`src/common/tmr_config.svh`:
```
`ifndef TMR_CONFIG_SVH
`define TMR_CONFIG_SVH

//----------------------------------------------------------
// Widths
//----------------------------------------------------------
`define TMR_W          16                 // Counter and bus data width
`define TMR_PRS_W      8                  // Prescale value width
`define TMR_ADDR_W     4                  // Register address width

`define TMR_MAX        16'hFFFF           // Counter wraps here

// Fixed limit codes pick an all-ones value of (code + offset) bits
`define TMR_LIM_OFS    5                  // Code 3 gives 8 bits

//----------------------------------------------------------
// Register map
//----------------------------------------------------------
`define TMR_ADDR_CTRL  4'd1               // Control
`define TMR_ADDR_CFG   4'd2               // Prescale, TOP and compare select
`define TMR_ADDR_CNT   4'd3               // Live count
`define TMR_ADDR_OCR   4'd4               // Output compare
`define TMR_ADDR_STAT  4'd6               // Status flags

`endif

```
`src/common/tmr_pkg.sv`:
```
`include "tmr_config.svh"

package tmr_pkg;

	typedef enum logic [1:0] {
		MODE_NORMAL  = 2'd0,              // Free run, overflow at MAX
		MODE_CMP_CLR = 2'd1,              // Clear on TOP, pin toggles
		MODE_RSV     = 2'd2,              // Unused, acts as normal
		MODE_PWM     = 2'd3               // Clear on TOP, pin below compare
	} tmr_mode_e;

	typedef enum logic [3:0] {
		LIM_MAX   = 4'd0,                 // 0xFFFF
		LIM_OCR   = 4'd1,                 // Output compare register
		LIM_RSV   = 4'd2,                 // Unused, falls back to MAX
		LIM_BIT08 = 4'd3,                 // 0x00FF
		LIM_BIT09 = 4'd4,
		LIM_BIT10 = 4'd5,
		LIM_BIT11 = 4'd6,
		LIM_BIT12 = 4'd7,
		LIM_BIT13 = 4'd8,
		LIM_BIT14 = 4'd9,
		LIM_BIT15 = 4'd10                 // 0x7FFF
	} tmr_lim_e;

	// Control register, bit 0 at the bottom
	typedef struct packed {
		logic [2:0] pad;                  // [15:13]
		logic       single;               // [12] Stop after one period
		logic       pin_pol;              // [11] Invert output pin
		logic       pin_en;               // [10]
		tmr_mode_e  mode;                 // [9:8] Waveform mode
		logic       rsv7;                 // [7]
		logic       cnt_en;               // [6] Counting enable
		logic       rsv_cap;              // [5]
		logic       pwm_ie;               // [4]
		logic       cmp_ie;               // [3]
		logic       ovf_ie;               // [2]
		logic       int_en;               // [1] Global interrupt enable
		logic       glb_en;               // [0]
	} tmr_ctrl_t;

	typedef struct packed {
		tmr_lim_e              cmp_sel;   // [15:12] PWM compare source
		tmr_lim_e              top_sel;   // [11:8] TOP source
		logic [`TMR_PRS_W-1:0] prescale;  // [7:0]
	} tmr_cfg_t;

	typedef struct packed {
		logic ovf;                        // Count left MAX
		logic cmp;                        // Count left TOP
		logic pwm;                        // Count left compare value
	} tmr_evt_t;

	typedef struct packed {
		logic [10:0] pad;                 // [15:5]
		logic        single_done;         // [4] Period over, run held off
		logic        rsv_cap;             // [3] Always 0
		logic        pwm;                 // [2]
		logic        cmp;                 // [1]
		logic        ovf;                 // [0]
	} tmr_stat_t;

endpackage

```
`src/rtl/tmr_prescaler.sv`:
```
`timescale 1ns/1ps
`include "tmr_config.svh"

module tmr_prescaler
	import tmr_pkg::*;
(
	input  logic                  i_sysclk,
	input  logic                  i_sysrst,
	input  logic                  i_run,        // Divider advances
	input  logic                  i_ld,         // Take new prescale, restart
	input  logic [`TMR_PRS_W-1:0] i_prs,        // Divide by i_prs + 1
	output logic                  o_tick        // One-cycle count step
);

	logic [`TMR_PRS_W-1:0] prs_r;             // Active prescale value
	logic [`TMR_PRS_W-1:0] div_r;             // Cycles since last tick
	logic                  div_end;

	assign div_end = (div_r == prs_r);

	//----------------------------------------------------------
	// Divider
	//----------------------------------------------------------
	always_ff @(posedge i_sysclk)
	begin
		if (i_sysrst)
		begin
			prs_r <= '0;
			div_r <= '0;
		end
		else if (i_ld)
		begin
			prs_r <= i_prs;
			div_r <= '0;                          // Start a fresh period
		end
		else if (i_run)
		begin
			if (div_end)
				div_r <= '0;                      // Wrap with the tick
			else
				div_r <= div_r + 1'b1;
		end
	end

	// No tick while stopped or reloading
	assign o_tick = i_run & ~i_ld & div_end;

endmodule

```
`src/rtl/tmr_counter.sv`:
```
`timescale 1ns/1ps
`include "tmr_config.svh"

module tmr_counter
	import tmr_pkg::*;
(
	input  logic              i_sysclk,
	input  logic              i_sysrst,
	input  logic              i_tick,       // Step enable
	input  logic              i_ld,         // Bus load, highest priority
	input  logic [`TMR_W-1:0] i_ld_val,
	input  logic              i_clr,        // TOP match, acts on a tick
	output logic [`TMR_W-1:0] o_cnt
);

	logic [`TMR_W-1:0] cnt_r;
	logic              step;

	assign step = i_tick & ~i_ld;           // Tick under a load is lost

	//----------------------------------------------------------
	// Count register
	//----------------------------------------------------------
	always_ff @(posedge i_sysclk)
	begin
		if (i_sysrst)
			cnt_r <= '0;
		else if (i_ld)
			cnt_r <= i_ld_val;              // Software load
		else if (step)
		begin
			if (i_clr)
				cnt_r <= '0;                // Back to bottom at TOP
			else
				cnt_r <= cnt_r + 1'b1;      // MAX rolls to 0
		end
	end

	assign o_cnt = cnt_r;

endmodule

```
`src/rtl/tmr_waveform.sv`:
```
`timescale 1ns/1ps
`include "tmr_config.svh"

module tmr_waveform
	import tmr_pkg::*;
(
	input  logic              i_sysclk,
	input  logic              i_sysrst,
	input  tmr_ctrl_t         i_ctrl,       // Mode and pin settings
	input  tmr_cfg_t          i_cfg,        // TOP and compare sources
	input  logic [`TMR_W-1:0] i_ocr,
	input  logic [`TMR_W-1:0] i_cnt,
	input  logic              i_tick,
	output logic              o_clr,        // Counter clear at TOP
	output tmr_evt_t          o_evt,
	output logic              o_out_pin
);

	logic [`TMR_W-1:0] top_r;               // Count limit
	logic [`TMR_W-1:0] cmp_r;               // PWM compare value
	logic              pin_r;
	logic              clr_mode;            // Modes that clear at TOP
	logic              top_hit;
	logic              is_pwm;

	// Limit value for a source code
	function automatic logic [`TMR_W-1:0] lim_sel(input tmr_lim_e sel,
		input logic [`TMR_W-1:0] ocr);
		logic [4:0] shamt;
		shamt = 5'(`TMR_W - `TMR_LIM_OFS) - 5'(sel);
		case (sel)
			LIM_OCR                            : return ocr;
			LIM_BIT08, LIM_BIT09, LIM_BIT10,
			LIM_BIT11, LIM_BIT12, LIM_BIT13,
			LIM_BIT14, LIM_BIT15               : return `TMR_MAX >> shamt;
			LIM_MAX, LIM_RSV                   : return `TMR_MAX;
			default                            : return `TMR_MAX;   // Codes 11 to 15
		endcase
	endfunction

	always_ff @(posedge i_sysclk)
	begin
		if (i_sysrst)
		begin
			top_r <= `TMR_MAX;
			cmp_r <= `TMR_MAX;
		end
		else
		begin
			top_r <= lim_sel(i_cfg.top_sel, i_ocr);
			cmp_r <= lim_sel(i_cfg.cmp_sel, i_ocr);
		end
	end

	//----------------------------------------------------------
	// Matches and events, valid on tick cycles only
	//----------------------------------------------------------
	assign is_pwm   = (i_ctrl.mode == MODE_PWM);
	assign clr_mode = (i_ctrl.mode == MODE_CMP_CLR) | is_pwm;
	assign top_hit  = i_tick & clr_mode & (i_cnt == top_r);

	assign o_clr     = top_hit;
	assign o_evt.ovf = i_tick & (i_cnt == `TMR_MAX);
	assign o_evt.cmp = top_hit;
	assign o_evt.pwm = i_tick & is_pwm & (i_cnt == cmp_r);

	// Pin register
	always_ff @(posedge i_sysclk)
	begin
		if (i_sysrst)
			pin_r <= 1'b0;
		else if (!i_ctrl.pin_en)
			pin_r <= 1'b0;                  // Held low while pin is off
		else
		begin
			case (i_ctrl.mode)
				MODE_CMP_CLR : if (top_hit) pin_r <= ~pin_r;   // Half period per TOP
				MODE_PWM     : pin_r <= (i_cnt < cmp_r);       // High below compare
				MODE_NORMAL,
				MODE_RSV     : pin_r <= 1'b0;
				default      : pin_r <= 1'b0;
			endcase
		end
	end

	assign o_out_pin = (pin_r & i_ctrl.pin_en) ^ i_ctrl.pin_pol;

endmodule

```
`src/regs/tmr_regs.sv`:
```
`timescale 1ns/1ps
`include "tmr_config.svh"

module tmr_regs
	import tmr_pkg::*;
(
	input  logic                   i_sysclk,
	input  logic                   i_sysrst,
	input  logic                   i_bus_sel,     // Request this cycle
	input  logic                   i_bus_wr,
	input  logic [`TMR_ADDR_W-1:0] i_bus_addr,
	input  logic [`TMR_W-1:0]      i_bus_wdata,
	input  logic [`TMR_W-1:0]      i_cnt,         // Count for reads
	input  tmr_evt_t               i_evt,         // Events from waveform unit
	output logic [`TMR_W-1:0]      o_bus_rdata,
	output logic                   o_bus_ack,
	output logic                   o_int_flg,
	output tmr_ctrl_t              o_ctrl,
	output tmr_cfg_t               o_cfg,
	output logic [`TMR_W-1:0]      o_ocr,
	output logic                   o_run,         // Prescaler and counter run
	output logic                   o_prs_ld,      // One cycle after CFG write
	output logic                   o_cnt_ld,      // One cycle after CNT write
	output logic [`TMR_W-1:0]      o_cnt_ld_val
);

	tmr_ctrl_t          ctrl_r;
	tmr_cfg_t           cfg_r;
	tmr_stat_t          stat_r;
	tmr_stat_t          stat_nxt;
	tmr_ctrl_t          wdata_ctrl;                // Write data seen as CTRL
	tmr_stat_t          wdata_stat;                // Write data seen as STAT
	logic [`TMR_W-1:0]  ocr_r;
	logic [`TMR_W-1:0]  rd_mux;
	logic [`TMR_W-1:0]  rdata_r;
	logic [`TMR_W-1:0]  cnt_ld_val_r;
	logic               ack_r;
	logic               int_r;
	logic               prs_ld_r;
	logic               cnt_ld_r;
	logic               addr_ok;                   // Address maps to a register
	logic               req_wr;
	logic               wr_ctrl;
	logic               wr_cfg;
	logic               wr_cnt;
	logic               wr_ocr;
	logic               wr_stat;
	logic               int_en_nxt;

	assign wdata_ctrl = tmr_ctrl_t'(i_bus_wdata);
	assign wdata_stat = tmr_stat_t'(i_bus_wdata);

	//----------------------------------------------------------
	// Request decode
	//----------------------------------------------------------
	assign req_wr  = i_bus_sel & i_bus_wr;
	assign wr_ctrl = req_wr & (i_bus_addr == `TMR_ADDR_CTRL);
	assign wr_cfg  = req_wr & (i_bus_addr == `TMR_ADDR_CFG);
	assign wr_cnt  = req_wr & (i_bus_addr == `TMR_ADDR_CNT);
	assign wr_ocr  = req_wr & (i_bus_addr == `TMR_ADDR_OCR);
	assign wr_stat = req_wr & (i_bus_addr == `TMR_ADDR_STAT);

	always_comb
	begin
		addr_ok = 1'b1;
		rd_mux  = '0;                                // Invalid reads return 0
		case (i_bus_addr)
			`TMR_ADDR_CTRL : rd_mux = ctrl_r;
			`TMR_ADDR_CFG  : rd_mux = cfg_r;
			`TMR_ADDR_CNT  : rd_mux = i_cnt;         // Sampled at request
			`TMR_ADDR_OCR  : rd_mux = ocr_r;
			`TMR_ADDR_STAT : rd_mux = stat_r;
			default        : addr_ok = 1'b0;         // Capture address included
		endcase
	end

	//----------------------------------------------------------
	// Status flags
	//----------------------------------------------------------
	always_comb
	begin
		stat_nxt = stat_r;
		if (wr_stat)                                 // Bus write wins over events
		begin
			stat_nxt         = wdata_stat;
			stat_nxt.rsv_cap = 1'b0;
			stat_nxt.pad     = '0;
		end
		else
		begin
			stat_nxt.ovf = stat_r.ovf | (i_evt.ovf & ctrl_r.int_en & ctrl_r.ovf_ie);
			stat_nxt.cmp = stat_r.cmp | (i_evt.cmp & ctrl_r.int_en & ctrl_r.cmp_ie);
			stat_nxt.pwm = stat_r.pwm | (i_evt.pwm & ctrl_r.int_en & ctrl_r.pwm_ie);
			stat_nxt.single_done = stat_r.single_done
				| (ctrl_r.single & (i_evt.ovf | i_evt.cmp));   // End of one period
		end
	end

	// Flag follows the enable as it will be after this edge
	assign int_en_nxt = wr_ctrl ? wdata_ctrl.int_en : ctrl_r.int_en;

	//----------------------------------------------------------
	// Registers
	//----------------------------------------------------------
	always_ff @(posedge i_sysclk)
	begin
		if (i_sysrst)
		begin
			ctrl_r   <= '0;
			cfg_r    <= '0;
			ocr_r    <= '0;
			stat_r   <= '0;
			rdata_r  <= '0;
			ack_r    <= 1'b0;
			int_r    <= 1'b0;
			prs_ld_r <= 1'b0;
			cnt_ld_r <= 1'b0;
		end
		else
		begin
			stat_r   <= stat_nxt;
			int_r    <= int_en_nxt & (|stat_nxt[3:0]);
			ack_r    <= i_bus_sel & addr_ok;         // No ack on bad address
			rdata_r  <= (i_bus_sel & ~i_bus_wr) ? rd_mux : '0;
			prs_ld_r <= wr_cfg;                      // Prescaler restart
			cnt_ld_r <= wr_cnt;                      // Counter load
			if (wr_ctrl)
				ctrl_r <= wdata_ctrl;
			if (wr_cfg)
				cfg_r <= tmr_cfg_t'(i_bus_wdata);
			if (wr_ocr)
				ocr_r <= i_bus_wdata;
		end
	end

	always_ff @(posedge i_sysclk)
	begin
		if (wr_cnt)
			cnt_ld_val_r <= i_bus_wdata;             // Value for the load pulse
	end

	assign o_bus_rdata  = rdata_r;
	assign o_bus_ack    = ack_r;
	assign o_int_flg    = int_r;
	assign o_ctrl       = ctrl_r;
	assign o_cfg        = cfg_r;
	assign o_ocr        = ocr_r;
	assign o_prs_ld     = prs_ld_r;
	assign o_cnt_ld     = cnt_ld_r;
	assign o_cnt_ld_val = cnt_ld_val_r;
	assign o_run        = ctrl_r.glb_en & ctrl_r.cnt_en & ~stat_r.single_done;

endmodule

```
`src/rtl/tmr_top.sv`:
```
`timescale 1ns/1ps
`include "tmr_config.svh"

module tmr_top
	import tmr_pkg::*;
(
	input  logic                   i_sysclk,     // System clock
	input  logic                   i_sysrst,     // Sync reset, active high
	input  logic                   i_bus_sel,    // Peripheral select
	input  logic                   i_bus_wr,     // 1 write, 0 read
	input  logic [`TMR_ADDR_W-1:0] i_bus_addr,   // Register address
	input  logic [`TMR_W-1:0]      i_bus_wdata,  // Write data
	output logic [`TMR_W-1:0]      o_bus_rdata,  // Read data, one cycle later
	output logic                   o_bus_ack,    // Valid address response
	output logic                   o_int_flg,    // Any status flag pending
	output logic                   o_out_pin     // Waveform output
);

	//----------------------------------------------------------
	// Internal nets
	//----------------------------------------------------------
	tmr_ctrl_t          ctrl;                    // Control fields
	tmr_cfg_t           cfg;                     // Prescale and limit sources
	tmr_evt_t           evt;                     // Event pulses to status
	logic [`TMR_W-1:0]  ocr;
	logic [`TMR_W-1:0]  cnt;                     // Live count
	logic [`TMR_W-1:0]  cnt_ld_val;
	logic               run;                     // Counting allowed
	logic               prs_ld;                  // Prescaler reload
	logic               cnt_ld;                  // Counter load
	logic               tick;                    // Count step
	logic               clr;                     // TOP match clear

	tmr_regs u_regs (
		.i_sysclk     (i_sysclk),
		.i_sysrst     (i_sysrst),
		.i_bus_sel    (i_bus_sel),
		.i_bus_wr     (i_bus_wr),
		.i_bus_addr   (i_bus_addr),
		.i_bus_wdata  (i_bus_wdata),
		.i_cnt        (cnt),
		.i_evt        (evt),
		.o_bus_rdata  (o_bus_rdata),
		.o_bus_ack    (o_bus_ack),
		.o_int_flg    (o_int_flg),
		.o_ctrl       (ctrl),
		.o_cfg        (cfg),
		.o_ocr        (ocr),
		.o_run        (run),
		.o_prs_ld     (prs_ld),
		.o_cnt_ld     (cnt_ld),
		.o_cnt_ld_val (cnt_ld_val)
	);

	tmr_prescaler u_prescaler (
		.i_sysclk (i_sysclk),
		.i_sysrst (i_sysrst),
		.i_run    (run),
		.i_ld     (prs_ld),
		.i_prs    (cfg.prescale),
		.o_tick   (tick)
	);

	tmr_counter u_counter (
		.i_sysclk (i_sysclk),
		.i_sysrst (i_sysrst),
		.i_tick   (tick),
		.i_ld     (cnt_ld),
		.i_ld_val (cnt_ld_val),
		.i_clr    (clr),
		.o_cnt    (cnt)
	);

	tmr_waveform u_waveform (
		.i_sysclk  (i_sysclk),
		.i_sysrst  (i_sysrst),
		.i_ctrl    (ctrl),
		.i_cfg     (cfg),
		.i_ocr     (ocr),
		.i_cnt     (cnt),
		.i_tick    (tick),
		.o_clr     (clr),
		.o_evt     (evt),
		.o_out_pin (o_out_pin)
	);

endmodule

```
`config.mk`:
```
export PLATFORM = sky130hd
export DESIGN_NAME = tmr_top
export DESIGN_NICKNAME = d
export VERILOG_FILES = /design/src/common/tmr_pkg.sv /design/src/rtl/tmr_prescaler.sv /design/src/rtl/tmr_counter.sv /design/src/rtl/tmr_waveform.sv /design/src/regs/tmr_regs.sv /design/src/rtl/tmr_top.sv
export VERILOG_INCLUDE_DIRS = /design/src /design/src/common
export SDC_FILE = /design/constraint.sdc
export NUM_CORES = 1
export LEC_CHECK = 0
export BUFFER_PORTS_ARGS = -buffer_cell sky130_fd_sc_hd__buf_2
export CAP_MARGIN = 20
export CORE_UTILIZATION = 44
export DETAILED_ROUTE_END_ITERATION = 8
export GPL_TIMING_DRIVEN = 0
export HOLD_SLACK_MARGIN = 0.1
export PLACE_DENSITY = 0.58
export SETUP_SLACK_MARGIN = 0.05
export SYNTH_ARGS = -nofsm -noshare
export SYNTH_HDL_FRONTEND = slang
export SYNTH_SLANG_ARGS = --single-unit
```
`constraint.sdc`:
```
create_clock -name i_sysclk -period 6.3 [get_ports i_sysclk]
set_clock_uncertainty 0.1 [all_clocks]
set_input_delay 0.63 -clock i_sysclk [delete_from_list [all_inputs] [get_ports i_sysclk]]
set_output_delay 0.63 -clock i_sysclk [all_outputs]
set_load 0.1 [all_outputs]
```
# Yosys cells after proc, flatten, opt, wreduce, memory -nomap -nowiden
# Index checks and enable logic that the tools add are counted.
# totals
register_bits,154
in_bits,24
out_inout_bits,19
word_cells,137
# classes
add_sub_neg,4
magnitude_cmp,1
eq_ne,31
shift,2
muxes,14
n_bitwise,41
reduce_logical,10
# op_table
cell,count
16-bit case mux with 5 select lines,1
16-bit case mux with 2 select lines,2
16-bit 2-to-1 mux,3
"4-bit by 3-bit equality test with 1-bit output, second input constant",10
16-bit equality test,2
"16-bit by 5-bit >> shifter with 16-bit output, first input constant",2
1-bit bitwise AND,27
"4-bit equality test, second input constant",6
"16-bit by 1-bit adder with 16-bit output, second input constant",1
"16-bit equality test, second input constant",1
"4-bit by 2-bit equality test with 1-bit output, second input constant",4
16-bit less-than comparator,1
8-bit OR reduction,2
"4-bit by 1-bit equality test with 1-bit output, second input constant",3
"4-bit by 4-bit subtractor with 5-bit output, first input constant",2
"8-bit by 1-bit adder with 8-bit output, second input constant",1
8-bit equality test,1
8-bit 2-to-1 mux,1
2-bit OR reduction,4
1-bit inverter,7
1-bit OR,6
1-bit 2-to-1 mux,5
5-bit OR reduction,1
"2-bit equality test, second input constant",2
8 further kinds,8

# Depth between registers and ports, before layout
# depth
word_depth,12
mapped_depth,9
ltp_nobuf,8

# Modules after synthesis
# From an unflattened synthesis, not the netlist that was laid out.
# unflattened
cells_unflattened,791
area_unflattened_um2,7161.9
# by_module_without_submodules
mod,instances,cells_per_inst,area_each_um2,seq_area_each_um2
tmr_regs,1,350,3295.7,1941.9
tmr_waveform,1,233,2084.5,660.6
tmr_counter,1,133,1067.3,320.3
tmr_prescaler,1,75,714.4,320.3

# Worst setup path after synthesis
# OpenSTA, ideal clock, no wires.
# synth_timing
path_kind,reg2out
startpoint,register u_regs.ctrl_r (netlist bit u_regs.o_ctrl[10])
endpoint,output port o_out_pin
arrival_time_ps,1972
path_slack_ps,3598
stages_incl_launch_ff,3
path_buffers,0
cell_sequence,dfxtp_1 -> nand2_1 -> xnor2_1
# synth_via
elab_chain_cells,2
# synth_lines
item,line,text
"start, declared",tmr_regs.sv:27,tmr_ctrl_t ctrl_r;
"start signal, assigned",tmr_regs.sv:128,ctrl_r <= wdata_ctrl;
1-bit bitwise AND,tmr_waveform.sv:86,assign o_out_pin = (pin_r & i_ctrl.pin_en) ^ i_ctrl.pin_pol;
1-bit XOR,tmr_waveform.sv:86,
"end, declared",tmr_top.sv:16,output logic o_out_pin
# Every way passes these cells.

# Worst setup path in the final report
# layout_timing
startpoint,register u_regs.stat_r[4] (netlist bit)
endpoint,register u_regs.stat_r[4] (netlist bit)
# layout_via
elab_chain_cells,10
elab_cells_between_ends,11
# layout_lines
item,line,text
"start, declared",tmr_regs.sv:29,tmr_stat_t stat_r;
"start signal, assigned",tmr_regs.sv:121,stat_r <= stat_nxt;
1-bit inverter,tmr_regs.sv:151,assign o_run = ctrl_r.glb_en & ctrl_r.cnt_en & ~stat_r.single_done;
1-bit bitwise AND,tmr_regs.sv:151,
1-bit bitwise AND (2 in a row),tmr_prescaler.sv:46,assign o_tick = i_run & ~i_ld & div_end;
1-bit bitwise AND (2 in a row),tmr_waveform.sv:60,assign top_hit = i_tick & clr_mode & (i_cnt == top_r);
1-bit OR,tmr_regs.sv:95,| (ctrl_r.single & (i_evt.ovf | i_evt.cmp));
1-bit bitwise AND,tmr_regs.sv:95,
1-bit OR *,tmr_regs.sv:95,
1-bit 2-to-1 mux *,tmr_regs.sv:83,if (wr_stat)
# Mark *: on every way between the ends. The rest lies on a longest branch, timed or not.
# A chain may end at the register's enable or synchronous reset.

==> metrics <==
Slew @ Worst Pin slightly above 1000 ps; Crit path buffers/inverters 1; PD cells ~260 nW/µm²; total clock sinks ~150; Pre-Repair DR Iteration Count 9; share of post-route cells with drive strength above 1 a little over a tenth; Starting Density ~45%; largest net degree at the start of global routing 18; DRT antenna net count 0; CTS Hold Bufs 0; FP Rows 46; Hold Crit Class in2reg; synth top area cells dfxtp_1 39%, nand2_1 7.7%, edfxtp_1 6.8%; post-route clock period utilization between 40 and 50%; kind of critical path reg2reg; # resized after CTS 0; Worst-Skew Late Latency about 430 ps; I/O Pins 43; clock tree from TritonCTS yes; delay-heaviest family, CP simple AND/OR/NAND/NOR gates; area fraction of the dominant cell type after synthesis about two fifths; total core area around 16000 µm²; max_cap viols 0; Most used DFF post-synth dfxtp_1; crit path launch type flip-flop; Max Freq between 300 and 400 MHz; Vias/cell 5.84; maximum vdd ir drop between 0.15 and 0.2 mV; WP data arrival ~2800 ps; n_diodes 0; WHS Path Cells 1; Setup Buffers After CTS 0; RSZ-0062 raised after global routing false; DRT iter0 DRCs around 860; reg2reg setup slack 3740 ps; synthesized area ~7000 µm²; synth unique cells 62; Syn-to-layout area delta 15.2%; Yosys Warn Count 0; final setup TNS 0 ps; GPL Wtd Cong roughly 1.0; Rel. slew slack a little under a third; Fin. Hold Viols 0; Synthesized Nets 857; vias between 6000 and 7000; GRT Overall Usage about 28%; delay of the slowest critical-path stage ~660 ps; Leak 3.10 nW; path length in cells of the critical path 6; dpl cell area roughly 7600 µm²; count leader, synth nand2_1; CTS Buf Count 17; Post-Synthesis Cells between 800 and 900; syn avg cell area ~8.8 µm²; vias in the first global route between 6000 and 7000; hpwl dp around 16 mm; Crit-path slowest cell nor4_2; Slew Viols, Final 0; clk buf depth 2; Synth top cells by count 146 x nand2_1, 138 x dfxtp_1, 88 x a21oi_1; Final Cell Area approximately 8000 µm²; R2R depth 6; Die Span X 129 µm; Chip Height 129 µm; FFs w/ async S/R, synth 0%; initial antenna violation count 0; CP required between 6000 and 7000 ps; Max H-tree Level 4; Final Critical Period 2560 ps; final wirelength between 20 and 25 mm; I/O Buffers 37; status finished clean; CP Max Fanout 10; mean routed wirelength per cell roughly 20 µm; drt drc 0; clock root buffer clkbuf_16; die area approximately 17000 µm²; Worst-path clk slew around 60 ps; sequential area share after synthesis ~46%; Worst setup EP type flip-flop; Setup Viol. Count Final 0; overflow left after global routing 0; first-pass GRT wire length between 30 and 40 mm; Synth area leader dfxtp_1; nets 913; Post-synth EDFFs 16; CP Cell Sequence nand3b_1 > nand2b_1 > nor4_2 > buf_2 > o211ai_1 > a211oi_1; post-synthesis register bit count about 150
layer usage:
| layer | vias to the layer above | global-route usage [%] | routed length [µm] |
|---|---|---|---|
| met5 | - | 0 | 0 |
| met4 | 0 | 10.9 | 546 |
| met2 | 302 | 44.3 | 10100 |
| li1 | 2987 | - | - |
| met1 | 3042 | 38.2 | 9660 |
| met3 | 39 | 3.67 | 1820 |
final cells by class:
cell class / count / area, µm²
Sequential cell: 154 / 3240
Clock buffer: 27 / 547
Buffer: 51 / 224
Inverter: 23 / 86.3
Tap cell: 216 / 270
Timing Repair Buffer: 37 / 185
Fill cell: 1486 / 7650
Multi-Input combinational cell: 579 / 3550
Clock inverter: 4 / 75.1
placed cells by master, fill, tap and decap left out, types with 25 or more instances in the layout:
cell / n
a21oi_1: 88
buf_2: 52
clkbuf_1: 35
dfxtp_1: 138
ha_1: 26
nand2_1: 146
nand3_1: 25
nor2_1: 43
o21ai_0: 33
xnor2_1: 29
report_power, final:
group          switching [W]  total [W]  internal (W)
registers         0.00000800    0.00101      0.000999
logic              0.0000622  0.0000881     0.0000259
clock network       0.000389    0.00106      0.000675
state kept, by name (all words and copies together), names as in the netlist:
register,cells
u_waveform.cmp_r,16
u_regs.o_cnt_ld_val,16
u_regs.o_bus_rdata,16
u_regs.o_ctrl,16
u_waveform.top_r,16
u_regs.o_cnt_ld,1
u_counter.o_cnt,16
u_regs.o_prs_ld,1
u_waveform.pin_r,1
u_prescaler.div_r,8
u_prescaler.prs_r,8
u_regs.stat_r,5
u_regs.o_int_flg,1
u_regs.o_bus_ack,1
u_regs.o_ocr,16
u_regs.o_cfg,16
kinds of logic (layout without fill, tap and decap cells):
logic type | Yosys count | in the layout | synth area share, %
buffers and inverters | 74 | 142 | 4.37
AOI/OAI and AO/OA | 208 | 208 | 18.8
muxes | 9 | 9 | 1.27
xor gates and xnor gates | 34 | 34 | 4.19
adders and majority gates | 26 | 26 | 4.58
and+or+nand+nor | 302 | 302 | 21.1
DFF | 154 | 154 | 45.6
through the flow:
step                      instances  utilization, %  hold WS, ps  worst slack, ps  power (W)
final                          1091            51.7          321             3740    0.00216
after global routing           1091            51.7          327             3650    0.00222
after CTS                      1091            51.7          318             3800    0.00216
after detailed placement       1060            47.8          347             3450    0.00111
after global placement         1060            47.8          341             3450    0.00111
after floorplan                 807               -          336             3600    0.00108
final timing paths:
check | endpoint | startpoint
worst max-delay path | u_regs.stat_r[4]$_SDFF_PP0_ | u_regs.stat_r[4]$_SDFF_PP0_
worst min-delay path | u_regs.o_cnt_ld_val[7]$_DFFE_PP_ | i_bus_wdata[7]
worst max register to register | u_regs.stat_r[4]$_SDFF_PP0_ | u_regs.stat_r[4]$_SDFF_PP0_
worst min register to register | u_regs.o_ctrl[5]$_SDFFE_PP0P_ | u_regs.o_ctrl[5]$_SDFFE_PP0P_
Power figures use the tool's default switching activity.
